==> config.mk <==
export PLATFORM = sky130hd
export DESIGN_NAME = reg_file
export DESIGN_NICKNAME = d
export VERILOG_FILES = /design/src/logic/core_cfg_pkg.sv /design/src/logic/reg_file.sv
export SDC_FILE = /design/constraint.sdc
export NUM_CORES = 2
export LEC_CHECK = 0
export BUFFER_PORTS_ARGS = -buffer_cell sky130_fd_sc_hd__buf_2
export CAP_MARGIN = 0
export CORE_MARGIN = 1.5
export CORE_UTILIZATION = 55
export DETAILED_ROUTE_END_ITERATION = 10
export PLACE_DENSITY = 0.71
export SLEW_MARGIN = 20
export SYNTH_ARGS = -nofsm -noshare
export SYNTH_HDL_FRONTEND = slang
export SYNTH_SLANG_ARGS = --single-unit
==> constraint.sdc <==
create_clock -name clk -period 5.1 [get_ports clk]
set_input_delay 0.255 -clock clk [delete_from_list [all_inputs] [get_ports clk]]
set_output_delay 0.255 -clock clk [all_outputs]
set_load 0.02 [all_outputs]
==> src/logic/core_cfg_pkg.sv <==
package core_cfg_pkg;

    localparam int NB_DATA   = 32;
    localparam int NB_INSTR  = 32;
    localparam int N_REGS    = 32;
    localparam int NB_REG    = 5;     // log2 of N_REGS
    localparam int MEM_DEPTH = 256;   // data memory words
    localparam int NB_ADDR   = 8;

endpackage

==> src/logic/reg_file.sv <==
module reg_file (
    input  logic                             clk,
    input  logic                             i_rst_n,
    input  logic [core_cfg_pkg::NB_REG-1:0]  i_rs_idx,
    input  logic [core_cfg_pkg::NB_REG-1:0]  i_rt_idx,
    input  logic                             i_we,
    input  logic [core_cfg_pkg::NB_REG-1:0]  i_wr_idx,
    input  logic [core_cfg_pkg::NB_DATA-1:0] i_wr_data,
    output logic [core_cfg_pkg::NB_DATA-1:0] o_rs_val,
    output logic [core_cfg_pkg::NB_DATA-1:0] o_rt_val
);

    logic [core_cfg_pkg::NB_DATA-1:0] regs [core_cfg_pkg::N_REGS];

    function automatic logic [core_cfg_pkg::NB_DATA-1:0] read_port(
        input logic [core_cfg_pkg::NB_REG-1:0] idx
    );
        if (idx == '0) begin
            return '0;
        end
        if (i_we && idx == i_wr_idx) begin
            return i_wr_data;   // write-through
        end
        return regs[idx];
    endfunction

    always_comb begin
        o_rs_val = read_port(i_rs_idx);
        o_rt_val = read_port(i_rt_idx);
    end

    always_ff @(posedge clk or negedge i_rst_n) begin
        if (!i_rst_n) begin
            for (int i = 0; i < core_cfg_pkg::N_REGS; i++) begin
                regs[i] <= '0;
            end
        end else if (i_we && i_wr_idx != '0) begin
            regs[i_wr_idx] <= i_wr_data;
        end
    end

    // write-back filters r0 targets before they reach here
    no_r0_write: assert property (@(posedge clk) disable iff (!i_rst_n)
        i_we |-> i_wr_idx != '0);

endmodule

Yosys cells after proc, flatten, opt, wreduce, memory -nomap -nowiden --
Index checks and enable logic that the tools add are counted.
Operators by class: reduce and logical (&&, ||, !) cells 7, mux-type cells 23, equality and inequality tests 2, $lt $le $gt $ge 4, bitwise gates (word level) 3
Operators with widths (number):
- $bwmux 1024 | 1
- $mux 32 | 13
- $bmux 32 s5 | 2
- $demux 32 s5 | 1
- $ge 6x6->1 const B | 3
- $not 5->6 | 3
- $eq 5x5->1 | 2
- $logic_not 5->1 | 2
- $lt 6x1->1 const B | 1
- $mux 1 | 6
- $reduce_bool 5->1 | 1
- $logic_and 1x1->1 | 4
Word-level totals: output and inout port bits 64, input bits 50, bits in registers 1024, word-level logic and storage cells 71

Longest topological paths before layout --
depth after elaboration 6, depth in mapped cells 10, mapped depth without buffers 5

Worst setup path before layout --
OpenSTA, ideal clock, no wires.
kind input to output, from in i_rt_idx[0] (netlist bit), to out o_rt_val[2] (netlist bit), buffers on the path 3, cell stages on the path 7, data required time 4.845 ns, arrival 1.924 ns, slack 2.921 ns, path through buf_6 -> buf_6 -> buf_2 -> mux4_2 -> a22oi_1 -> o21ai_0 -> a221o_1
On the way: longest elaborated chain between the ends 6, elaborated cells on any way between the ends 13, classes of those cells eq/ne (1); mux (9); bitwise (1); reduce/logical (2)
Ends and longest elaborated chain:
- start: declaration | RTL line reg_file.sv:5 | input logic [core_cfg_pkg::NB_REG-1:0] i_rt_idx,
- $not 5->6 (implied by the code) or $eq 5x5->1 (tied branches) | RTL line reg_file.sv:24, reg_file.sv:21
- $bmux 32 s5 or $logic_and 1x1->1 (tied branches) | RTL line reg_file.sv:24, reg_file.sv:21
- $mux 32 (implied by the code) or $mux 1 (tied branches) (2 in a row) | RTL line reg_file.sv:24, reg_file.sv:21
- $mux 32 | RTL line reg_file.sv:24 | return regs[idx];
- $mux 32 (*) | RTL line reg_file.sv:21 | if (i_we && idx == i_wr_idx) begin
- end: declaration | RTL line reg_file.sv:10 | output logic [core_cfg_pkg::NB_DATA-1:0] o_rt_val
Mark *: on every way between the ends. The rest lies on a longest branch, timed or not. The select of a mux whose other input is x is not followed.

Worst setup path in the final report --
from in i_rs_idx[2] (netlist bit), to out o_rs_val[16] (netlist bit)
On the way: longest elaborated chain between the ends 6, elaborated cells on any way between the ends 13, classes of those cells eq/ne (1); mux (9); bitwise (1); reduce/logical (2)
Ends and longest elaborated chain:
- start: declaration | RTL line reg_file.sv:4 | input logic [core_cfg_pkg::NB_REG-1:0] i_rs_idx,
- $not 5->6 (implied by the code) or $eq 5x5->1 (tied branches) | RTL line reg_file.sv:24, reg_file.sv:21
- $bmux 32 s5 or $logic_and 1x1->1 (tied branches) | RTL line reg_file.sv:24, reg_file.sv:21
- $mux 32 (implied by the code) or $mux 1 (tied branches) (2 in a row) | RTL line reg_file.sv:24, reg_file.sv:21
- $mux 32 | RTL line reg_file.sv:24
- $mux 32 (*) | RTL line reg_file.sv:21
- end: declaration | RTL line reg_file.sv:9 | output logic [core_cfg_pkg::NB_DATA-1:0] o_rs_val,
Marked as above.

==> flow_summary.toml <==
[setup_path]
crit_path_top_delay_cell = "nor2_2"
crit_chain = "buf_4, xor2_1, nor4_1, nand3_2, nor2_2, o2bb2ai_1, buf_2"
cp_slowest_stage_delay_ns = 1.05
crit_type = "in -> out"
cp_max_fo = 32
worst_path_dominant_cell_family = "simple AND/OR/NAND/NOR gates"
crit_arrival_ns = 3.91
setup.worst_path.start_class = "primary input"
cp.required_ns = 4.85
crit_buf_inv = 2
critical_path.endpoint_type = "output port"

[power_and_ir_drop]
p_leak_nw = 26.6
vdd_ir_drop_max_uv = 283
power_mw = 23.8
powerDensity_nw_per_um2 = 395

[floorplan]
design.core.area_um2 = 99900
start_util_pct = 55.4
placementRows = 116
die-area_um2 = 102000
die_w_um = 320
die_h_um = 320
num_io_pins = 114

[drt]
wl_per_cell_um = 34.8
drt-pass1-iter-count = 7
wirelength_um = 180000
route.detailed.drc = 0
drtAntennaViolNets = 0
vias_per_cell = 7.22
drtIter0Drc = 4716
vias = 37300

[place]
io_buffers = 113
dpl.hpwl_um = 109000
gp_congestion = 0.870

[status]
status = "finished clean"

[yosys]
synth_cells = 3870
synth_nets = 3920
ys_ff_latch = 1024
synthFlopType = "dfrtp_1"
yosysWarnings = 0
synthArstFlopShare_pct = 100
synth_edf_count = 0
synth_cell_types = 53
synth.yosys.seq_area_share_pct = 46.3
syn_area_um2 = 55300
synth.avg_cell_area_um2 = 14.3

[clock_network]
cts_max_level = 3
clock_latency_ns = 0.70
cts.sinks = 1024
cts_root_buf = "clkbuf_16"
tritoncts = "yes"
cts_buffers = 108
path_clk_slew_ns = 0.06
clock_path_buffers = 3

[final_layout]
seqCellArea_um2 = 25600
syn_to_final_growth_pct = 9.01
drive_gt1_share_pct = 47.5
layout.nets = 3823
multi_input_area_um2 = 27700
fillCellCount = 7596
biggestRegsByFlops = "regs (1024)"
top_register = "regs"
final_core_util_pct = 60.4
largest_register_ffs = 1024

[sta]
fin_worst_skew_ns = 0
min_period_ns = 4.17
slew_headroom_pct = 18.9
hold_violations = 0
post-route-period-util_pct = 81.7
slew_violations = 0
tightest_slew_ns = 1.22
max_freq_ghz = 0.240
finalSetupViolCount = 0
fin_tns_setup_ns = 0
grt_setup_unrepaired = "false"

[global_route]
grt_pass1_vias = 36900
antenna_found_initial = 16
track_usage_pct = 35.3
grt_start_max_net_pins = 161
grt_pass1_wl_um = 263000
gr-total-overflow = 0

[job]
maxCapViolCount = 0

[worst_hold_path]
hold_class = "in -> async"
## metal layers
| metal | wire length [um] | GRT usage [%] |
|---|---|---|
| met5 | 114 | 0 |
| met4 | 7530 | 14.2 |
| met3 | 17200 | 7.70 |
| met2 | 83000 | 53.7 |
| met1 | 72200 | 49.6 |
## power breakdown
group          switching (mW)  internal, mW  total (mW)
sequential               1.15          9.67        10.8
clock                    3.39          4.55        7.95
combinational            2.26          2.79        5.05
## path summary, 6_finish.rpt
kind	slack [ns]	to	startpoint	depth (start not counted)
max	0.93	o_rs_val[16]	i_rs_idx[2]	7
min	0.18	regs[458]	i_rst_n	2
max reg2reg	4.28	regs[134]	regs[134]	1
min reg2reg	0.40	regs[1004]	regs[1004]	0
max in group asynchronous	3.36	regs[1015]	i_rst_n	3
min in group clk	0.19	regs[44]	i_wr_data[12]	2
## area by class of cell
class | instances | share of cell area, %
Clock buffer | 171 | 5.46
Inverter | 1 | 0.00623
Multi-Input combinational cell | 2404 | 46.0
Timing Repair Buffer | 234 | 2.92
Sequential cell | 1024 | 42.5
Clock inverter | 26 | 0.399
Antenna cell | 6 | 0.0249
Tap cell | 1298 | 2.69
## cells by family after synthesis
logic type,after synthesis,synth area share (%)
and+or+nand+nor,232,1.99
xor gates and xnor gates,10,0.158
DFF,1024,46.3
AOI/OAI and AO/OA,457,6.02
muxes,1705,41.5
buffers and inverters,442,3.96
## cell usage after synthesis, drive strengths merged, types with 18 or more instances
master   number  area (um2)
dfrtp      1024       25600
mux2        997       11200
mux4        371        8360
mux2i       337        3370
clkbuf      222         833
buf         219        1350
a22oi       162        1220
nand2       116         435
a21oi        84         420
nor2         28         115
o21ai        28         140
o2111ai      24         210
nand3        23         115
o221a        22         248
o22a         20         175
o22ai        18         113
## placed cells by master, fill, tap and decap left out, types with 84 or more instances in the layout
master / synthesis / final
nand2_1: 116 / 99
mux2_2: 989 / 989
mux2i_1: 337 / 337
buf_2: 93 / 105
mux4_2: 371 / 371
a22oi_1: 162 / 162
a21oi_1: 84 / 84
buf_4: 44 / 104
clkbuf_16: 0 / 111
dfrtp_1: 1024 / 1024
## through the flow
| step | worst slack, ns | cells | hold slack [ns] | instance area (um2) |
|---|---|---|---|---|
| detailed placement | 1.09 | 4960 | 0.351 | 56700 |
| finish | 0.932 | 5164 | 0.181 | 60300 |
| global placement | 0.767 | 4960 | 0.353 | 56700 |
| floorplan | 2.92 | 3870 | -0.0406 | 55300 |
| global route | 1.01 | 5161 | 0.221 | 60300 |
| CTS | 1.09 | 5158 | 0.167 | 60300 |
## repair_timing
| action | in CTS | in global routing |
|---|---|---|
| endpoints found under the hold margin | 76 | 0 |
| resized for setup | 0 | 0 |
| setup endpoints to repair | 0 | 0 |
| buffers inserted | 0 | 0 |
| hold buffers | 1 | 0 |
No activity file was read; power rests on OpenSTA's default activity.
