## src/logic/core_cfg_pkg.sv

```systemverilog
package core_cfg_pkg;

    localparam int NB_DATA   = 32;
    localparam int NB_INSTR  = 32;
    localparam int N_REGS    = 32;
    localparam int NB_REG    = 5;     // log2 of N_REGS
    localparam int MEM_DEPTH = 256;   // data memory words
    localparam int NB_ADDR   = 8;

endpackage

```

## src/logic/isa_pkg.sv

```systemverilog
package isa_pkg;

    // major opcodes
    localparam logic [5:0] OPC_RTYPE = 6'h00;
    localparam logic [5:0] OPC_ADDI  = 6'h08;
    localparam logic [5:0] OPC_LB    = 6'h20;
    localparam logic [5:0] OPC_LH    = 6'h21;
    localparam logic [5:0] OPC_LW    = 6'h23;
    localparam logic [5:0] OPC_LBU   = 6'h24;
    localparam logic [5:0] OPC_LHU   = 6'h25;
    localparam logic [5:0] OPC_SB    = 6'h28;
    localparam logic [5:0] OPC_SH    = 6'h29;
    localparam logic [5:0] OPC_SW    = 6'h2b;

    // funct field of r-type
    localparam logic [5:0] FN_ADD = 6'h20;
    localparam logic [5:0] FN_SUB = 6'h22;
    localparam logic [5:0] FN_AND = 6'h24;
    localparam logic [5:0] FN_OR  = 6'h25;
    localparam logic [5:0] FN_SLT = 6'h2a;

    localparam logic [1:0] WIDTH_BYTE = 2'b00;
    localparam logic [1:0] WIDTH_HALF = 2'b01;
    localparam logic [1:0] WIDTH_WORD = 2'b10;   // 2'b11 is unused

    localparam logic [2:0] ALU_ADD = 3'd0;
    localparam logic [2:0] ALU_SUB = 3'd1;
    localparam logic [2:0] ALU_AND = 3'd2;
    localparam logic [2:0] ALU_OR  = 3'd3;
    localparam logic [2:0] ALU_SLT = 3'd4;

    // instruction field positions
    localparam int OPC_MSB = 31;
    localparam int OPC_LSB = 26;
    localparam int RS_MSB  = 25;
    localparam int RS_LSB  = 21;
    localparam int RT_MSB  = 20;
    localparam int RT_LSB  = 16;
    localparam int RD_MSB  = 15;
    localparam int RD_LSB  = 11;
    localparam int FN_MSB  = 5;
    localparam int FN_LSB  = 0;
    localparam int IMM_MSB = 15;
    localparam int IMM_LSB = 0;
    localparam int NB_IMM  = IMM_MSB - IMM_LSB + 1;

endpackage
```

## src/logic/write_back.sv

```systemverilog
module write_back (
    input  logic                             clk,
    input  logic                             i_rst_n,
    input  logic                             i_halt,
    input  logic                             i_valid,
    input  logic [core_cfg_pkg::NB_DATA-1:0] i_mem_word,
    input  logic [core_cfg_pkg::NB_DATA-1:0] i_alu_result,
    input  logic [core_cfg_pkg::NB_REG-1:0]  i_dst,
    input  logic                             i_reg_write,
    input  logic                             i_mem2reg,
    input  logic [1:0]                       i_width,
    input  logic                             i_sign,
    output logic                             o_wb_we,
    output logic [core_cfg_pkg::NB_REG-1:0]  o_wb_reg,
    output logic [core_cfg_pkg::NB_DATA-1:0] o_wb_data
);

    logic [core_cfg_pkg::NB_DATA-1:0] load_val;
    logic [core_cfg_pkg::NB_DATA-1:0] result;
    logic                             we_q;

    always_comb begin
        case (i_width)
            isa_pkg::WIDTH_BYTE: load_val = i_sign ?
                {{(core_cfg_pkg::NB_DATA-8){i_mem_word[7]}}, i_mem_word[7:0]} :
                {{(core_cfg_pkg::NB_DATA-8){1'b0}}, i_mem_word[7:0]};
            isa_pkg::WIDTH_HALF: load_val = i_sign ?
                {{(core_cfg_pkg::NB_DATA-16){i_mem_word[15]}}, i_mem_word[15:0]} :
                {{(core_cfg_pkg::NB_DATA-16){1'b0}}, i_mem_word[15:0]};
            default:             load_val = i_mem_word;
        endcase
    end

    assign result = i_mem2reg ? load_val : i_alu_result;

    always_ff @(posedge clk or negedge i_rst_n) begin
        if (!i_rst_n) begin
            we_q <= 1'b0;
        end else if (!i_halt) begin
            we_q <= i_valid & i_reg_write & (i_dst != '0);   // r0 targets dropped
        end
    end

    always_ff @(posedge clk) begin
        if (!i_halt) begin
            o_wb_reg  <= i_dst;
            o_wb_data <= result;
        end
    end

    // a write caught by halt is held and leaves once halt drops
    assign o_wb_we = we_q & ~i_halt;

endmodule

```

## config.mk

```make
export PLATFORM = sky130hd
export DESIGN_NAME = write_back
export DESIGN_NICKNAME = d
export VERILOG_FILES = /design/src/logic/core_cfg_pkg.sv /design/src/logic/isa_pkg.sv /design/src/logic/write_back.sv
export SDC_FILE = /design/constraint.sdc
export NUM_CORES = 1
export LEC_CHECK = 0
export ABC_AREA = 1
export BUFFER_PORTS_ARGS = -buffer_cell sky130_fd_sc_hd__buf_4
export CORE_MARGIN = 3
export CORE_UTILIZATION = 30
export DETAILED_ROUTE_END_ITERATION = 8
export PLACE_DENSITY = 0.6
export SYNTH_ARGS = -nofsm -noshare
export SYNTH_HDL_FRONTEND = slang
export SYNTH_SLANG_ARGS = --single-unit
```

## constraint.sdc

```tcl
create_clock -name clk -period 1.1 [get_ports clk]
set_input_delay 0.22 -clock clk [delete_from_list [all_inputs] [get_ports clk]]
set_output_delay 0.22 -clock clk [all_outputs]
set_load 0.02 [all_outputs]
```

* Yosys cells after proc, flatten, opt, wreduce, memory -nomap -nowiden *
Index checks and enable logic that the tools add are counted.

word-level totals
  flip-flop bits (word level) = 38
  word-level logic and storage cells = 14
  output and inout port bits = 38

operators by class
  eq/ne operators = 1
  reduce and logical (&&, ||, !) cells = 2
  mux-type cells = 4
  bitwise logic cells = 4

operators by type and width
  cell                                                              number
  32-bit 2-to-1 mux                                                 3
  32-bit one-hot mux with 2 select lines                            1
  5-bit nonzero test                                                1
  1-bit bitwise AND                                                 3
  2-bit by 1-bit == test with 1-bit output (second input constant)  1
  2-bit logical NOT                                                 1
  1-bit NOT                                                         1

* Longest topological paths before layout *
Gate-level depths: netlist of run 1.

  word-level depth = 3
  gate-level depth with buffers = 7
  mapped depth without buffers = 6

* Least setup slack after synthesis of run 1 *
No wires, ideal clock.

  kind = input to register
  start point = input i_halt
  end point = register o_wb_data[0] (netlist bit) (enable)
  slack = -0.235 ns
  stages on the path = 1
  buffers on the path = 0
  arrival = 0.944 ns
  path through = inv_1

RTL lines
  element               line              source
  from (decl)           write_back.sv:4   input logic i_halt,
  to (signal assigned)  write_back.sv:47  o_wb_data <= result;
  to (decl)             write_back.sv:15  output logic [core_cfg_pkg::NB_DATA-1:0] o_wb_data

No word-level cell between the ends.

* Worst setup path after layout of run 1 *
  start point = register we_q
  end point = output o_wb_we

on the way
  word-level cells in the longest chain between the ends = 1

ends and longest elaborated chain
  element                 line              source
  from (decl)             write_back.sv:20  logic we_q;
  from (signal assigned)  write_back.sv:40  we_q <= i_valid & i_reg_write & (i_dst != '0);
  1-bit bitwise AND       write_back.sv:52  assign o_wb_we = we_q & ~i_halt;
  to (decl)               write_back.sv:13  output logic o_wb_we,

No other way between the ends.

==> results.txt, run 1 <==
Status: finished with violations
Failing checks: setup timing
Synth warn: 0
Clk_lat worst skew: 0.28 ns
Critical path buffers and inverters: 2
DP Wirelength: 4.06 mm
Clk_skew: 0 ns
Initial Utilization: 0.319
Synthesized net count: 293
Top-level I/O count: 116
CP startpoint kind: flip-flop
DP Area: 2950 µm²
Slew Viols, Final: 0
Synthesized area: 1960 µm²
Critical path, cell by cell: inv_1 -> nor2_1 -> buf_4
Fmax: 896 MHz
Worst r2r path cells: 2
Cell Rows: 28
Worst min-delay path startpoint: i_dst[4]
Syn Inst Count: 215
Post-Layout Cell Count: 412
Worst reg2reg endpoint: we_q
Clk root buf: clkbuf_8
Crit path DAT: 0.90 ns
FF/Latch Area: 1140 µm²
Final nets: 414
Diode count: 0
Pre-CTS setup slack: -0.114 ns
Largest net degree at the start of global routing: 25
Yosys reg bits: 38
Final worst slack: -0.0165 ns
Die Area: 7530 µm²
Clk buf depth: 2
Placed insts: 403
Slowest stage cell, crit path: dfrtp_1
Final WL: 5.37 mm
Relative slew slack: 0.810
Crit. End Element: output port
Hold WC Path Type: input pin to flip-flop
Sequential share of the synthesized area: 0.580
Fill cells: 612
Clk pwr share: 0.251
Total number of vias: 1804
Final Cycle Share: 1.01
Crit path max-delay family: flip-flops
Final min period: 1.12 ns
Buffers added on ports: 115
Remaining DRCs: 0
Total CTS buffers: 5
Antenna Violating Nets Remaining: 0
Finished layout cell area: 3050 µm²
Hold Path End: o_wb_reg[4]
VDD IR max: 636 µV
Max FFs per register: 32
Worst Tran Pin Value: 0.284 ns
Die height: 86.8 µm
Area Overhead vs Synth: 55.8%
Drt wl/cell: 13.0 µm
RSZ-0062 raised after global routing: true
Final Hold Viols: 0
Number of DRC markers in iteration 0: 45
Drt first pass iters: 5
Initial antenna violation count: 0
Avg Synthesized Cell Area: 9.11 µm²
Gr ovfl total: 0
Area of the multi-input gates: 648 µm²
CTS H-tree depth: 2
Worst Hold Depth: 1
Gpl congestion: 0.746
R2R Path Start: we_q
Setup TNS: -0.0165 ns
Clock slew at reported path FFs: 0.08 ns
Critical Path RT: 0.88 ns
Share of layout cells above drive strength 1: 0.457
Pwr Density: 1190 nW/µm²
Die X: 86.8 µm
Sink Count: 38
Switching share of power: 0.268
Total Routing Usage GR: 0.138
CP peak stage delay: 0.38 ns
Worst Path Max Fanout: 2
Internal: 0.00265 W
Final Power: 0.00363 W
CTS tree: built
Core Region: 6130 µm²
Sequential Power Share: 0.493
Netlist cell types: 19
Routed vias/inst: 4.38
First-pass GRT wire length: 7.98 mm
R2R setup slack: 0.51 ns
Crit Path Category: flip-flop to output port
Max_cap viols: 0
Switching Power: 0.000973 W
Vias in the first global route: 1693
Logic gate share of total power: 0.256
Final Setup Violations: 1
Leakage power: 1.57 nW
Stages on worst setup path: 3
==> power groups by stage <==
stage / logic, W / registers (W) / clock network [W]
final: 0.000928 / 0.00179 / 0.000910
after global placement: 0.000919 / 0.00182 / 0
after floorplan: 0.000261 / 0.00199 / 0
after detailed placement: 0.000929 / 0.00182 / 0
after global routing: 0.00101 / 0.00180 / 0.000991
after CTS: 0.000937 / 0.00179 / 0.000943
==> synthesized netlist by cell type <==
library cell	number	area share
buf_2	4	0.010
a21oi_1	16	0.041
nand3_1	14	0.036
nor2_1	4	0.0077
or2_2	16	0.051
buf_4	1	0.0038
nand2_1	86	0.16
dfrtp_1	1	0.013
inv_2	1	0.0019
nor2_2	1	0.0032
buf_6	5	0.029
clkbuf_1	1	0.0019
edfxtp_1	37	0.57
nand3_2	2	0.010
nand2_4	1	0.0058
o21ai_0	1	0.0026
inv_1	22	0.042
nor2_4	1	0.0058
nand2_2	1	0.0032
==> repair_timing <==
item / 4_1_cts / 5_1_grt
setup endpoints to repair: 3 / 4
gates resized for setup: 2 / 1
hold endpoints to repair: 1 / 0
hold buffers: 1 / 0
buffers inserted: 0 / 0
==> layout make-up <==
cell class,count,area share
flip-flops and latches,38,0.372
repair buffers,125,0.328
multi-input cells,143,0.212
well taps,75,0.0308
inverters,23,0.0295
clock buffers,6,0.0238
clock inverters,2,0.00287
==> cells by family after synthesis <==
logic type | after synthesis | share of synthesized area
buf+inv | 34 | 0.0888
simple gates | 126 | 0.288
flops | 38 | 0.580
compound gates | 17 | 0.0434
==> per-layer routing <==
layer,share of wire,track usage,up-vias
met1,0.39,0.159,796
met4,0.014,0.0467,0
met5,0,0,-
li1,-,-,923
met2,0.49,0.235,79
met3,0.11,0.0513,6
==> worst max-delay path by stage <==
stage	startpoint	end	slack (ns)
after floorplan	i_halt	o_wb_data[0]	0.01
after detailed placement	i_mem2reg	o_wb_data[25]	-0.11
after global placement	i_mem2reg	o_wb_data[9]	-0.06
after CTS	we_q	o_wb_we	-0.03
final	we_q	o_wb_we	-0.02
after global routing	we_q	o_wb_we	-0.06
==> cells in the final DEF (no fill, tap or decap), drive strengths merged <==
cell / count
o21ai: 1
inv: 22
or2: 16
buf: 124
nor2: 6
dlygate4sd3: 1
nand2: 88
edfxtp: 37
clkinv: 2
dfrtp: 1
clkbuf: 6
clkinvlp: 1
nand3: 16
a21oi: 16
==> stage by stage <==
stage | hold slack, ns | util
after floorplan | -0.0756 | -
after global placement | -0.00409 | 0.481
after detailed placement | -0.00338 | 0.481
after CTS | 0.111 | 0.497
after global routing | 0.106 | 0.498
final | 0.121 | 0.498
(Power assumes the default switching activity.)
==> run 2: changes to the inputs <==
--- a/config.mk
+++ b/config.mk
@@ -7,9 +7,11 @@
 export LEC_CHECK = 0
 export ABC_AREA = 1
 export BUFFER_PORTS_ARGS = -buffer_cell sky130_fd_sc_hd__buf_4
+export CORE_ASPECT_RATIO = 1.25
 export CORE_MARGIN = 3
 export CORE_UTILIZATION = 30
 export DETAILED_ROUTE_END_ITERATION = 8
+export MAX_ROUTING_LAYER = met4
 export PLACE_DENSITY = 0.6
 export SYNTH_ARGS = -nofsm -noshare
 export SYNTH_HDL_FRONTEND = slang
==> results.txt, run 2 (synthesis results as in run 1) <==
Status: finished with violations
Failing checks: setup timing
Die X: 78.3 µm (-9.8%)
CP startpoint kind: flip-flop
Pwr Density: 1250 nW/µm² (+5.3%)
Fmax: 891 MHz (-0.54%)
Drt wl/cell: 12.2 µm (-6.3%)
Relative slew slack: 0.794 (-0.0160)
Post-Layout Cell Count: 419 (+1.7%)
First-pass GRT wire length: 7.61 mm (-4.6%)
Total Routing Usage GR: 0.137 (-0.00168)
Clk_skew: 0 ns (unchanged)
Final Hold Viols: 0 (unchanged)
Clk buf depth: 2 (unchanged)
Final Setup Violations: 1 (unchanged)
CTS H-tree depth: 2 (unchanged)
Critical path, cell by cell: inv_1 -> nor2_1 -> buf_4
Critical path buffers and inverters: 2 (unchanged)
Initial Utilization: 0.314 (-0.00589)
Commonest non-fill, non-tap cell in the layout: buf_4
Critical Path RT: 0.88 ns (about the same)
Slowest stage cell, crit path: dfrtp_1
Crit Path Category: flip-flop to output port
Hold WC Path Type: input pin to flip-flop
Worst Path Max Fanout: 2 (unchanged)
Total number of vias: 1768 (-2.0%)
Top-level I/O count: 116 (unchanged)
Clock slew at reported path FFs: 0.06 ns (-0.02 ns)
Slew Viols, Final: 0 (unchanged)
Final WL: 5.11 mm (-4.7%)
Clk_lat worst skew: 0.27 ns (about the same)
Crit path max-delay family: flip-flops
Max FFs per register: 32 (unchanged)
Routed vias/inst: 4.22 (-3.6%)
Core Region: 6250 µm² (+1.9%)
Final worst slack: -0.0225 ns (-0.00604 ns)
Area Overhead vs Synth: 56.9%
Worst Tran Pin Value: 0.308 ns (+0.0238 ns)
CP peak stage delay: 0.35 ns (-0.03 ns)
Max_cap viols: 0 (unchanged)
Finished layout cell area: 3070 µm² (+0.66%)
Vias in the first global route: 1695 (+0.12%)
Crit. End Element: output port
Cell Rows: 32 (+14%)
Diode count: 0 (unchanged)
Gr ovfl total: 0 (unchanged)
VDD IR max: 629 µV (-1.1%)
DP Area: 2950 µm² (about the same)
Die height: 96.3 µm (+11%)
CTS tree: built
Antenna Violating Nets Remaining: 0 (unchanged)
Final min period: 1.12 ns (+0.00604 ns)
Final Power: 0.00384 W (+6.0%)
Most frequent cells in the layout: buf_4 (115), nand2_1 (86), edfxtp_1 (37)
Share of layout cells above drive strength 1: 0.452 (-0.00488)
Final nets: 411 (-0.72%)
Number of DRC markers in iteration 0: 42 (-6.7%)
Sink Count: 38 (unchanged)
Total CTS buffers: 5 (unchanged)
Placed insts: 410 (+1.7%)
RSZ-0062 raised after global routing: true
Gpl congestion: 0.752 (+0.91%)
Buffers added on ports: 115 (unchanged)
Initial antenna violation count: 0 (unchanged)
Crit path DAT: 0.90 ns (about the same)
Remaining DRCs: 0 (unchanged)
Largest net degree at the start of global routing: 25 (unchanged)
Drt first pass iters: 4 (-1)
Leakage power: 1.57 nW (-0.12%)
Die Area: 7540 µm² (about the same)
Final Cycle Share: 1.02 (+0.00549)
Minimum hold slack: 0.125 ns (+0.00389 ns)
Clk root buf: clkbuf_8
DP Wirelength: 3.96 mm (-2.5%)
Core Util, Final: 0.492 (-0.00597)
-- run 2: timing repair --
action	4_1_cts	5_1_grt
hold endpoints to repair	1	0
gates resized for setup	1	0
setup endpoints to repair	2	2
setup buffers	0	0
hold buffers	1	0
cloned	0	0
-- run 2: final cells by class --
class                           instances  area, µm²
Clock buffer                            7       76.3
Clock inverter                          1       30.0
Fill cell                             615       3170
Inverter                               23       90.1
Multi-Input combinational cell        143        648
Sequential cell                        38       1140
Tap cell                               85        106
Timing Repair Buffer                  122        985
-- run 2: stage by stage --
stage,worst slack (ns),TNS [ns]
3_3_place_gp,-0.0718,-1.34
5_1_grt,-0.105,-0.108
4_1_cts,-0.0429,-0.0429
6_report,-0.0225,-0.0225
3_5_place_dp,-0.0859,-1.61
2_1_floorplan,0.0105,0
-- run 2: routing by layer --
| layer | vias to the layer above | wire [µm] | GRT usage | share of wire |
|---|---|---|---|---|
| li1 | 920 | - | - | - |
| met1 | 766 | 1840 | 0.132 | 0.36 |
| met2 | 72 | 2810 | 0.259 | 0.55 |
| met3 | 10 | 369 | 0.0384 | 0.072 |
| met4 | 0 | 91 | 0.0525 | 0.018 |
| met5 | - | 0 | - | 0 |
-- run 2: power by group --
part           internal (W)  leakage [nW]  switching [W]
Clock              0.000678        0.0524       0.000462
Combinational      0.000465          1.15       0.000453
Sequential          0.00175         0.374      0.0000370
-- run 2: worst paths after layout --
check	slack [ns]	to	startpoint	cells past startpoint
max	-0.02	o_wb_we	we_q	3
min in group asynchronous	0.27	we_q	i_rst_n	2
min reg2reg	0.49	we_q	we_q	2
max in group asynchronous	0.75	we_q	i_rst_n	2
min	0.12	o_wb_reg[4]	i_dst[4]	1
max reg2reg	0.50	we_q	we_q	2
