**src/logic/core_cfg_pkg.sv**
```systemverilog
package core_cfg_pkg;

    localparam int NB_DATA   = 32;
    localparam int NB_INSTR  = 32;
    localparam int N_REGS    = 32;
    localparam int NB_REG    = 5;     // log2 of N_REGS
    localparam int MEM_DEPTH = 256;   // data memory words
    localparam int NB_ADDR   = 8;

endpackage

```
**src/logic/isa_pkg.sv**
```systemverilog
package isa_pkg;

    // major opcodes
    localparam logic [5:0] OPC_RTYPE = 6'h00;
    localparam logic [5:0] OPC_ADDI  = 6'h08;
    localparam logic [5:0] OPC_LB    = 6'h20;
    localparam logic [5:0] OPC_LH    = 6'h21;
    localparam logic [5:0] OPC_LW    = 6'h23;
    localparam logic [5:0] OPC_LBU   = 6'h24;
    localparam logic [5:0] OPC_LHU   = 6'h25;
    localparam logic [5:0] OPC_SB    = 6'h28;
    localparam logic [5:0] OPC_SH    = 6'h29;
    localparam logic [5:0] OPC_SW    = 6'h2b;

    // funct field of r-type
    localparam logic [5:0] FN_ADD = 6'h20;
    localparam logic [5:0] FN_SUB = 6'h22;
    localparam logic [5:0] FN_AND = 6'h24;
    localparam logic [5:0] FN_OR  = 6'h25;
    localparam logic [5:0] FN_SLT = 6'h2a;

    localparam logic [1:0] WIDTH_BYTE = 2'b00;
    localparam logic [1:0] WIDTH_HALF = 2'b01;
    localparam logic [1:0] WIDTH_WORD = 2'b10;   // 2'b11 is unused

    localparam logic [2:0] ALU_ADD = 3'd0;
    localparam logic [2:0] ALU_SUB = 3'd1;
    localparam logic [2:0] ALU_AND = 3'd2;
    localparam logic [2:0] ALU_OR  = 3'd3;
    localparam logic [2:0] ALU_SLT = 3'd4;

    // instruction field positions
    localparam int OPC_MSB = 31;
    localparam int OPC_LSB = 26;
    localparam int RS_MSB  = 25;
    localparam int RS_LSB  = 21;
    localparam int RT_MSB  = 20;
    localparam int RT_LSB  = 16;
    localparam int RD_MSB  = 15;
    localparam int RD_LSB  = 11;
    localparam int FN_MSB  = 5;
    localparam int FN_LSB  = 0;
    localparam int IMM_MSB = 15;
    localparam int IMM_LSB = 0;
    localparam int NB_IMM  = IMM_MSB - IMM_LSB + 1;

endpackage
```
**src/logic/instr_decode.sv**
```systemverilog
module instr_decode (
    input  logic                              clk,
    input  logic                              i_rst_n,
    input  logic                              i_halt,
    input  logic                              i_instr_req,
    input  logic [core_cfg_pkg::NB_INSTR-1:0] i_instr,
    input  logic [core_cfg_pkg::NB_DATA-1:0]  i_rs_val,
    input  logic [core_cfg_pkg::NB_DATA-1:0]  i_rt_val,
    input  logic                              i_wb_we,
    input  logic [core_cfg_pkg::NB_REG-1:0]   i_wb_reg,
    output logic                              o_instr_ack,
    output logic [core_cfg_pkg::NB_REG-1:0]   o_rs_idx,
    output logic [core_cfg_pkg::NB_REG-1:0]   o_rt_idx,
    output logic                              o_valid,
    output logic [2:0]                        o_alu_op,
    output logic                              o_use_imm,
    output logic [isa_pkg::NB_IMM-1:0]        o_imm,
    output logic [core_cfg_pkg::NB_DATA-1:0]  o_rs_val,
    output logic [core_cfg_pkg::NB_DATA-1:0]  o_rt_val,
    output logic [core_cfg_pkg::NB_REG-1:0]   o_dst,
    output logic                              o_reg_write,
    output logic                              o_mem_read,
    output logic                              o_mem_write,
    output logic [1:0]                        o_width,
    output logic                              o_sign
);

    logic [5:0]                      opcode;
    logic [5:0]                      funct;
    logic [core_cfg_pkg::NB_REG-1:0] rd_idx;
    logic [core_cfg_pkg::NB_REG-1:0] dst;
    logic [2:0]                      alu_op;
    logic [1:0]                      width;
    logic                            use_imm;
    logic                            reg_write;
    logic                            mem_read;
    logic                            mem_write;
    logic                            sign;
    logic                            uses_rt;
    logic [core_cfg_pkg::N_REGS-1:0] pending;   // destinations still in flight
    logic [core_cfg_pkg::N_REGS-1:0] wb_clr;
    logic [core_cfg_pkg::N_REGS-1:0] busy;
    logic                            conflict;
    logic                            capture;

    assign opcode   = i_instr[isa_pkg::OPC_MSB:isa_pkg::OPC_LSB];
    assign funct    = i_instr[isa_pkg::FN_MSB:isa_pkg::FN_LSB];
    assign o_rs_idx = i_instr[isa_pkg::RS_MSB:isa_pkg::RS_LSB];
    assign o_rt_idx = i_instr[isa_pkg::RT_MSB:isa_pkg::RT_LSB];
    assign rd_idx   = i_instr[isa_pkg::RD_MSB:isa_pkg::RD_LSB];

    always_comb begin
        alu_op    = isa_pkg::ALU_ADD;   // i-type all add rs + imm
        use_imm   = 1'b1;
        reg_write = 1'b0;
        mem_read  = 1'b0;
        mem_write = 1'b0;
        width     = isa_pkg::WIDTH_WORD;
        sign      = 1'b1;
        uses_rt   = 1'b0;
        dst       = o_rt_idx;
        case (opcode)
            isa_pkg::OPC_RTYPE: begin
                use_imm   = 1'b0;
                uses_rt   = 1'b1;
                dst       = rd_idx;
                reg_write = 1'b1;
                case (funct)
                    isa_pkg::FN_ADD: alu_op = isa_pkg::ALU_ADD;
                    isa_pkg::FN_SUB: alu_op = isa_pkg::ALU_SUB;
                    isa_pkg::FN_AND: alu_op = isa_pkg::ALU_AND;
                    isa_pkg::FN_OR:  alu_op = isa_pkg::ALU_OR;
                    isa_pkg::FN_SLT: alu_op = isa_pkg::ALU_SLT;
                    default:         reg_write = 1'b0;   // unknown funct acts as nop
                endcase
            end
            isa_pkg::OPC_ADDI: reg_write = 1'b1;
            isa_pkg::OPC_LB, isa_pkg::OPC_LBU: begin
                reg_write = 1'b1;
                mem_read  = 1'b1;
                width     = isa_pkg::WIDTH_BYTE;
                sign      = (opcode == isa_pkg::OPC_LB);
            end
            isa_pkg::OPC_LH, isa_pkg::OPC_LHU: begin
                reg_write = 1'b1;
                mem_read  = 1'b1;
                width     = isa_pkg::WIDTH_HALF;
                sign      = (opcode == isa_pkg::OPC_LH);
            end
            isa_pkg::OPC_LW: begin
                reg_write = 1'b1;
                mem_read  = 1'b1;
            end
            isa_pkg::OPC_SB, isa_pkg::OPC_SH, isa_pkg::OPC_SW: begin
                mem_write = 1'b1;
                uses_rt   = 1'b1;   // store source
                width     = (opcode == isa_pkg::OPC_SB) ? isa_pkg::WIDTH_BYTE :
                            (opcode == isa_pkg::OPC_SH) ? isa_pkg::WIDTH_HALF :
                                                          isa_pkg::WIDTH_WORD;
            end
            default: ;
        endcase
    end

    // a write retiring this cycle is already visible through the register file
    always_comb begin
        wb_clr = '0;
        if (i_wb_we) begin
            wb_clr[i_wb_reg] = 1'b1;
        end
    end

    assign busy     = pending & ~wb_clr;
    // dst check keeps two writes to one register from clearing each other early
    assign conflict = busy[o_rs_idx] | (uses_rt & busy[o_rt_idx]) | (reg_write & busy[dst]);
    assign capture  = i_instr_req & ~o_instr_ack & ~i_halt & ~conflict;

    always_ff @(posedge clk or negedge i_rst_n) begin
        if (!i_rst_n) begin
            o_instr_ack <= 1'b0;
            o_valid     <= 1'b0;
            o_reg_write <= 1'b0;
            o_mem_write <= 1'b0;
            pending     <= '0;
        end else begin
            pending <= busy;
            if (capture && reg_write && dst != '0) begin
                pending[dst] <= 1'b1;   // set wins over a same-cycle clear
            end
            if (!i_halt) begin
                o_valid     <= capture;
                o_reg_write <= capture & reg_write;
                o_mem_write <= capture & mem_write;
                if (capture) begin
                    o_instr_ack <= 1'b1;
                end else if (!i_instr_req) begin
                    o_instr_ack <= 1'b0;   // second half of four-phase
                end
            end
        end
    end

    always_ff @(posedge clk) begin
        if (capture) begin
            o_alu_op   <= alu_op;
            o_use_imm  <= use_imm;
            o_imm      <= i_instr[isa_pkg::IMM_MSB:isa_pkg::IMM_LSB];
            o_rs_val   <= i_rs_val;
            o_rt_val   <= i_rt_val;
            o_dst      <= dst;
            o_mem_read <= mem_read;
            o_width    <= width;
            o_sign     <= sign;
        end
    end

    // requester must hold req until it sees the ack
    ack_needs_req: assert property (@(posedge clk) disable iff (!i_rst_n)
        $rose(o_instr_ack) |-> i_instr_req);

endmodule

```
**config.mk**
```make
export PLATFORM = sky130hd
export DESIGN_NAME = instr_decode
export DESIGN_NICKNAME = d
export VERILOG_FILES = /design/src/logic/core_cfg_pkg.sv /design/src/logic/isa_pkg.sv /design/src/logic/instr_decode.sv
export SDC_FILE = /design/constraint.sdc
export NUM_CORES = 1
export LEC_CHECK = 0
export ABC_AREA = 1
export BUFFER_PORTS_ARGS = -buffer_cell sky130_fd_sc_hd__buf_2
export CORE_MARGIN = 2
export CORE_UTILIZATION = 35
export DETAILED_ROUTE_END_ITERATION = 10
export HOLD_SLACK_MARGIN = 0.1
export PLACE_DENSITY_LB_ADDON = 0.1
export SETUP_SLACK_MARGIN = 0.05
export SYNTH_ARGS = -nofsm -noshare
export SYNTH_HDL_FRONTEND = slang
export SYNTH_SLANG_ARGS = --single-unit
```
**constraint.sdc**
```tcl
create_clock -name clk -period 1.95 [get_ports clk]
set_clock_uncertainty 0.05 [all_clocks]
set_input_delay 0.195 -clock clk [delete_from_list [all_inputs] [get_ports clk]]
set_output_delay 0.195 -clock clk [all_outputs]
set_load 0.01 [all_outputs]
```
* After elaboration in Yosys (flattened, before gate mapping)
Cells that the tools add are included.
** Storage, ports and cells
- Logic and storage cells :: 90
- Output and inout port bits :: 107
- Register bits after elaboration :: 129
** Operators by class
- Reductions and logical operators :: 14
- Mux-type cells :: 26
- Bitwise operators :: 15
- Eq/ne operators :: 15
- Magnitude comparators :: 6
** Operators with widths (count)
- 6-bit == test (second input constant) :: 13
- 32-bit two-way mux :: 2
- 32-bit bitwise AND :: 1
- 32-bit inverter :: 1
- 32-bit OR :: 1
- 5-bit by 6-bit less-than comparator with 1-bit output (second input constant) :: 4
- 1-bit binary-select mux with 5-bit select :: 3
- 1-bit two-way mux :: 12
- 3-bit case mux with 4 select lines :: 1
- 1-bit demux with 5-bit select :: 2
- 5-bit by 1-bit >= comparator with 1-bit output (second input constant) :: 2
- 5-bit OR reduction :: 2
- 1-bit bitwise AND :: 7
- 6-bit by 4-bit == test with 1-bit output (second input constant) :: 1
- 6-bit logical NOT :: 1
- 2-bit case mux with 3 select lines :: 1
- 6-bit OR reduction :: 1
- 5-bit two-way mux :: 1
- 5-bit nonzero test :: 1
- 1-bit logical AND :: 4
- 2-bit two-way mux :: 2
- 1-bit case mux with 2 select lines :: 2
- 2-bit OR reduction :: 2
- 4-bit OR reduction :: 1
- 5 further kinds :: 8

* Longest topological paths before layout
- Word-level depth :: 17
- Depth in mapped cells :: 18
- Gate-level depth less buffers :: 17

* Worst setup path after synthesis
Ideal clock, no wire load.
- Path kind :: input port to flip-flop
- From :: in i_instr[27] (netlist name)
- To :: reg o_alu_op[0] (enable)
- Buffers on the path :: 2
- Setup slack :: -578 ps
- Setup time :: 378 ps
- Arrival time :: 2100 ps
- Stages on the path :: 13
- Cells stage by stage :: nor2_2 > nand3_4 > nand2_1 > nand2_2 > buf_6 > o21ai_0 > nand2_1 > a21oi_1 > nor2_1 > nand3_2 > nand2_2 > nor2_8 > buf_6
** Between the ends
- Longest elaborated chain between the ends :: 8
** RTL lines
- start: declaration :: line instr_decode.sv:6 : input logic [core_cfg_pkg::NB_INSTR-1:0] i_instr,
- 6-bit logical NOT or 6-bit == test (tied branches) :: line instr_decode.sv:62 : case (opcode)
- 5-bit two-way mux or 4-bit OR reduction (tied branches)
- 1-bit binary-select mux with 5-bit select or 1-bit two-way mux (tied branches) :: line instr_decode.sv:115, instr_decode.sv:62
- 1-bit two-way mux (implied by the code) or 1-bit bitwise AND (tied branches) :: line instr_decode.sv:115 : assign conflict = busy[o_rs_idx] | (uses_rt & busy[o_rt_idx]) | (reg_write & busy[dst]);
- 1-bit bitwise AND or 1-bit OR (tied branches) :: line instr_decode.sv:115
- 1-bit OR * :: line instr_decode.sv:115
- 1-bit inverter * :: line instr_decode.sv:116 : assign capture = i_instr_req & ~o_instr_ack & ~i_halt & ~conflict;
- 1-bit bitwise AND * :: line instr_decode.sv:116
- net capture :: line instr_decode.sv:44 : logic capture;
- end signal: assignment :: line instr_decode.sv:145 : o_alu_op <= alu_op;
- end: declaration :: line instr_decode.sv:15 : output logic [2:0] o_alu_op,
Mark *: on every way through the listed nets, which the timed path passes. The rest lies on a longest branch. The select of a mux whose other input is x is not followed.
A chain may end at the register's enable or synchronous reset.

* Worst setup path after layout
- From :: reg pending[13] (netlist name)
- To :: reg o_rs_val[13] (netlist name) (enable)
** Between the ends
- Longest elaborated chain between the ends :: 8
** RTL lines
- start: declaration :: line instr_decode.sv:40 : logic [core_cfg_pkg::N_REGS-1:0] pending;
- start signal: assignment :: line instr_decode.sv:126 : pending <= busy;
- 32-bit bitwise AND * :: line instr_decode.sv:113 : assign busy = pending & ~wb_clr;
- 1-bit binary-select mux with 5-bit select :: line instr_decode.sv:115
- 1-bit two-way mux (implied by the code) :: line instr_decode.sv:115
- 1-bit bitwise AND :: line instr_decode.sv:115
- 1-bit OR :: line instr_decode.sv:115
- 1-bit OR * :: line instr_decode.sv:115
- 1-bit inverter * :: line instr_decode.sv:116
- 1-bit bitwise AND * :: line instr_decode.sv:116
- end signal: assignment :: line instr_decode.sv:148 : o_rs_val <= i_rs_val;
- end: declaration :: line instr_decode.sv:18 : output logic [core_cfg_pkg::NB_DATA-1:0] o_rs_val,
Mark *: on every way between the ends. The rest lies on a longest branch, timed or not. The select of a mux whose other input is x is not followed.

==> impl_metrics.csv <==
group,metric,value,unit
status,status,"finished with violations",
status,violations,"negative setup slack",
layout,diodes,0,
critical_path,cp_cell_sequence,"a21boi_4, inv_2, nand2_1, nand3_1, nand3_1, nand3_1, nand3b_1, nand2_2, nand2_4, nor2_8, buf_12, buf_12, buf_16",
cts,clk_pin_slew_worst_paths,70,ps
synth,ys_ff_latch,129,
critical_path,cp.required,2030,ps
cts,clockBufferDepth,2,
critical_path,start_kind,"flop",
sta,fin_setup_tns,-13970,ps
critical_path,critical_path.top_delay_family,"simple AND/OR/NAND/NOR gates",
sta,finalWorstSetupSlack,-171.2,ps
power,clockPowerShare,42.4,%
die,initial_utilization,35.58,%
layout,final_net_count,1204,
layout,ff_latch_area,3694,um^2
critical_path,crit_fanout,15,
synth,synth_edf_count,93,
power,p_leak,4.968,nW
synth,yosys.cell_types.count,30,
routing,wire_per_inst,17.49,um
die,die_area,18530,um^2
routing,postRouteAntennaNets,0,
sta,slew_violations,0,
synth,synthTopCellsByCount,"nand2_1 (238), nand3_1 (97), edfxtp_1 (93)",
routing,wl,23360,um
power,p_comb_share,17.0,%
cts,htreeDepth,4,
place,dp_slack,-706.5,ps
sta,final-setup-viol-count,126,
sta,finalCriticalPeriod,2121,ps
routing,drt_iter0_markers,452,
global_route,grt_pass1_vias,6516,
sta,max_slew.worst_pin.slew,515.7,ps
routing,firstDrtPassIters,5,
routing,vias_per_cell,4.864,
die,dieWidth,136.1,um
synth,synth_flop_cell,"edfxtp_1",
sta,finalCritPeriodShare,108.8,%
layout,nFillCells,1435,
global_route,antenna_found_initial,0,
global_route,grt_pass1_wl,34220,um
die,coreArea,17180,um^2
synth,synth_warnings,0,
power,power.internal,0.005638,W
critical_path,slowest_stage,"dfrtp_1",
power,finalPower,0.007645,W
synth,synth.top_cells.by_area,"edfxtp_1 (46%), dfrtp_1 (15%), nand2_1 (15%), nand3_1 (7.9%), nand4_1 (3.5%)",
critical_path,critPathKind,"reg2reg",
layout,syn2layout_area_growth,71.81,%
power,power.switching,0.002007,W
layout,finish.utilization,61.12,%
place,dp_cells,1188,
critical_path,arrival,2200,ps
synth,avgSynthCellArea,9.301,um^2
die,row_count,48,
sta,max_clock_freq,471.4,MHz
place,gp_congestion,1.020,
synth,synth_nets,763,
run,maxCapViolCount,0,
routing,drc,0,
synth,synth_top_area_share,45.70,%
layout,drive_above_1_share,41.31,%
die,die_h,136.1,um
global_route,grt_max_degree,37,
layout,multi_input_area,2265,um^2
routing,vias,6498,
global_route,grt_usage,24.72,%
layout,final_cell_count_no_fill,1336,
critical_path,path_buf_inv,4,
worst_hold_path,hp-class,"in2reg",
cts,insertion_delay,430,ps
cts,clkSinkCount,129,
cts,cts_buffers,17,
place,dp_hpwl,15700,um
critical_path,cpPeakStageDelay,390,ps
sta,hold_viol_final,0,
power,vdd_drop_max,0.0006025,V
critical_path,cp_common_cell,"nand3_1",
synth,async_flop_share,27.91,%
cts,cts_tree,"built",
die,io_pins,213,
synth,synth.yosys.seq_area_share,60.44,%
sta,rsz0062_at_grt,"yes",
global_route,grt_overflow_total,0,
synth,synth_area,6111,um^2
power,seqPwrFrac,40.6,%
cts,clock_tree.root_cell,"clkbuf_16",
sta,maxSlewHeadroom,65.62,%
synth,synth_cells,657,
power,swShare,26.25,%
synth,yosysMostFrequentCell,"nand2_1",
power,powerDensity,728.2,nW/um^2
critical_path,end_kind,"flop",
synth,synth_area_leader_cell,"edfxtp_1",
place,port_buffers,212,
-- power groups by stage --
| stage | combinational, W | sequential, W | clock, W |
|---|---|---|---|
| after detailed placement | 0.000952 | 0.00316 | 0 |
| after CTS | 0.00121 | 0.00310 | 0.00330 |
| final | 0.00130 | 0.00311 | 0.00324 |
| after global placement | 0.000951 | 0.00316 | 0 |
| after global routing | 0.00140 | 0.00311 | 0.00344 |
| after floorplan | 0.000366 | 0.00321 | 0 |
-- sequential cells by signal, indices dropped and copies added, names as in the netlist --
| name | flops |
|---|---|
| o_alu_op | 3 |
| o_dst | 5 |
| o_imm | 16 |
| o_instr_ack | 1 |
| o_mem_read | 1 |
| o_mem_write | 1 |
| o_reg_write | 1 |
| o_rs_val | 32 |
| o_rt_val | 32 |
| o_sign | 1 |
| o_use_imm | 1 |
| o_valid | 1 |
| o_width | 2 |
| pending | 32 |
-- routing by layer --
layer / up-vias / part of all wire, % / global-route usage, % / wire length [um]
met3: 65 / 7.7 / 6.339 / 1801
met4: 0 / 3.4 / 12.38 / 797
met2: 337 / 49 / 41.85 / 11550
met5: - / 0 / 0 / 0
met1: 2989 / 39 / 29.08 / 9213
li1: 3107 / - / - / -
-- cells in the final DEF (no fill, tap or decap), drive strengths merged --
| cell type | instances |
|---|---|
| edfxtp | 93 |
| clkinv | 4 |
| nand3 | 100 |
| nand4 | 34 |
| nor3b | 2 |
| dlygate4sd3 | 84 |
| a21boi | 1 |
| o21ai | 9 |
| a21oi | 3 |
| a31o | 1 |
| clkinvlp | 2 |
| nor3 | 3 |
| nand2 | 240 |
| buf | 366 |
| dfrtp | 36 |
| a31oi | 1 |
| clkbuf | 19 |
| nand3b | 2 |
| o211ai | 2 |
| inv | 47 |
| bufinv | 2 |
| nor2 | 60 |
-- metrics by stage --
step / instance area, um^2 / hold slack, ps
3_3_place_gp: 8386 / 224.4
6_report: 10500 / 134.4
4_1_cts: 10180 / 137.4
3_5_place_dp: 8386 / 234.4
5_1_grt: 10500 / 127.0
2_1_floorplan: 6158 / -150.6
-- repair_timing --
| item | CTS | global route |
|---|---|---|
| endpoints found under the setup margin | 126 | 128 |
| gates resized for setup | 30 | 44 |
| setup buffers | 11 | 14 |
| hold endpoints to repair | 120 | 0 |
| hold buffers | 84 | 0 |
| pin swaps | 12 | 25 |
| cloned | 5 | 2 |
-- logic make-up (layout without fill, tap and decap cells) --
kind of cell	after synthesis	count (layout)	share of synthesized area [%]
buffers and inverters	70	524	5.589
flip-flops	129	129	60.44
AO/OA/AOI/OAI	17	17	1.966
AND/OR/NAND/NOR	441	441	32.00
-- worst min-delay path: cells and delay by family --
kind | cells | cell delay, ps
buffers and inverters | 2 | 230
AND/OR/NAND/NOR | 1 | 80
-- final timing paths --
| check | startpoint | end | slack [ps] | cells after the start |
|---|---|---|---|---|
| hold / removal | i_instr[28] | o_sign | 130 | 3 |
| setup / recovery | pending[13] | o_rs_val[13] | -170 | 13 |
| setup reg to reg | pending[13] | o_rs_val[13] | -170 | 13 |
| max in group asynchronous | i_rst_n | pending[0] | 1170 | 3 |
| hold reg to reg | o_reg_write | o_reg_write | 430 | 2 |
| min in group asynchronous | i_rst_n | pending[28] | 310 | 3 |
-- final cells by class --
cell class | count | share of cell area, %
Clock buffer | 17 | 4.052
Timing Repair Buffer | 452 | 33.43
Sequential cell | 129 | 35.18
Tap cell | 225 | 2.681
Multi-Input combinational cell | 458 | 21.57
Clock inverter | 15 | 1.633
Inverter | 40 | 1.454
Power figures use the tool's default switching activity.
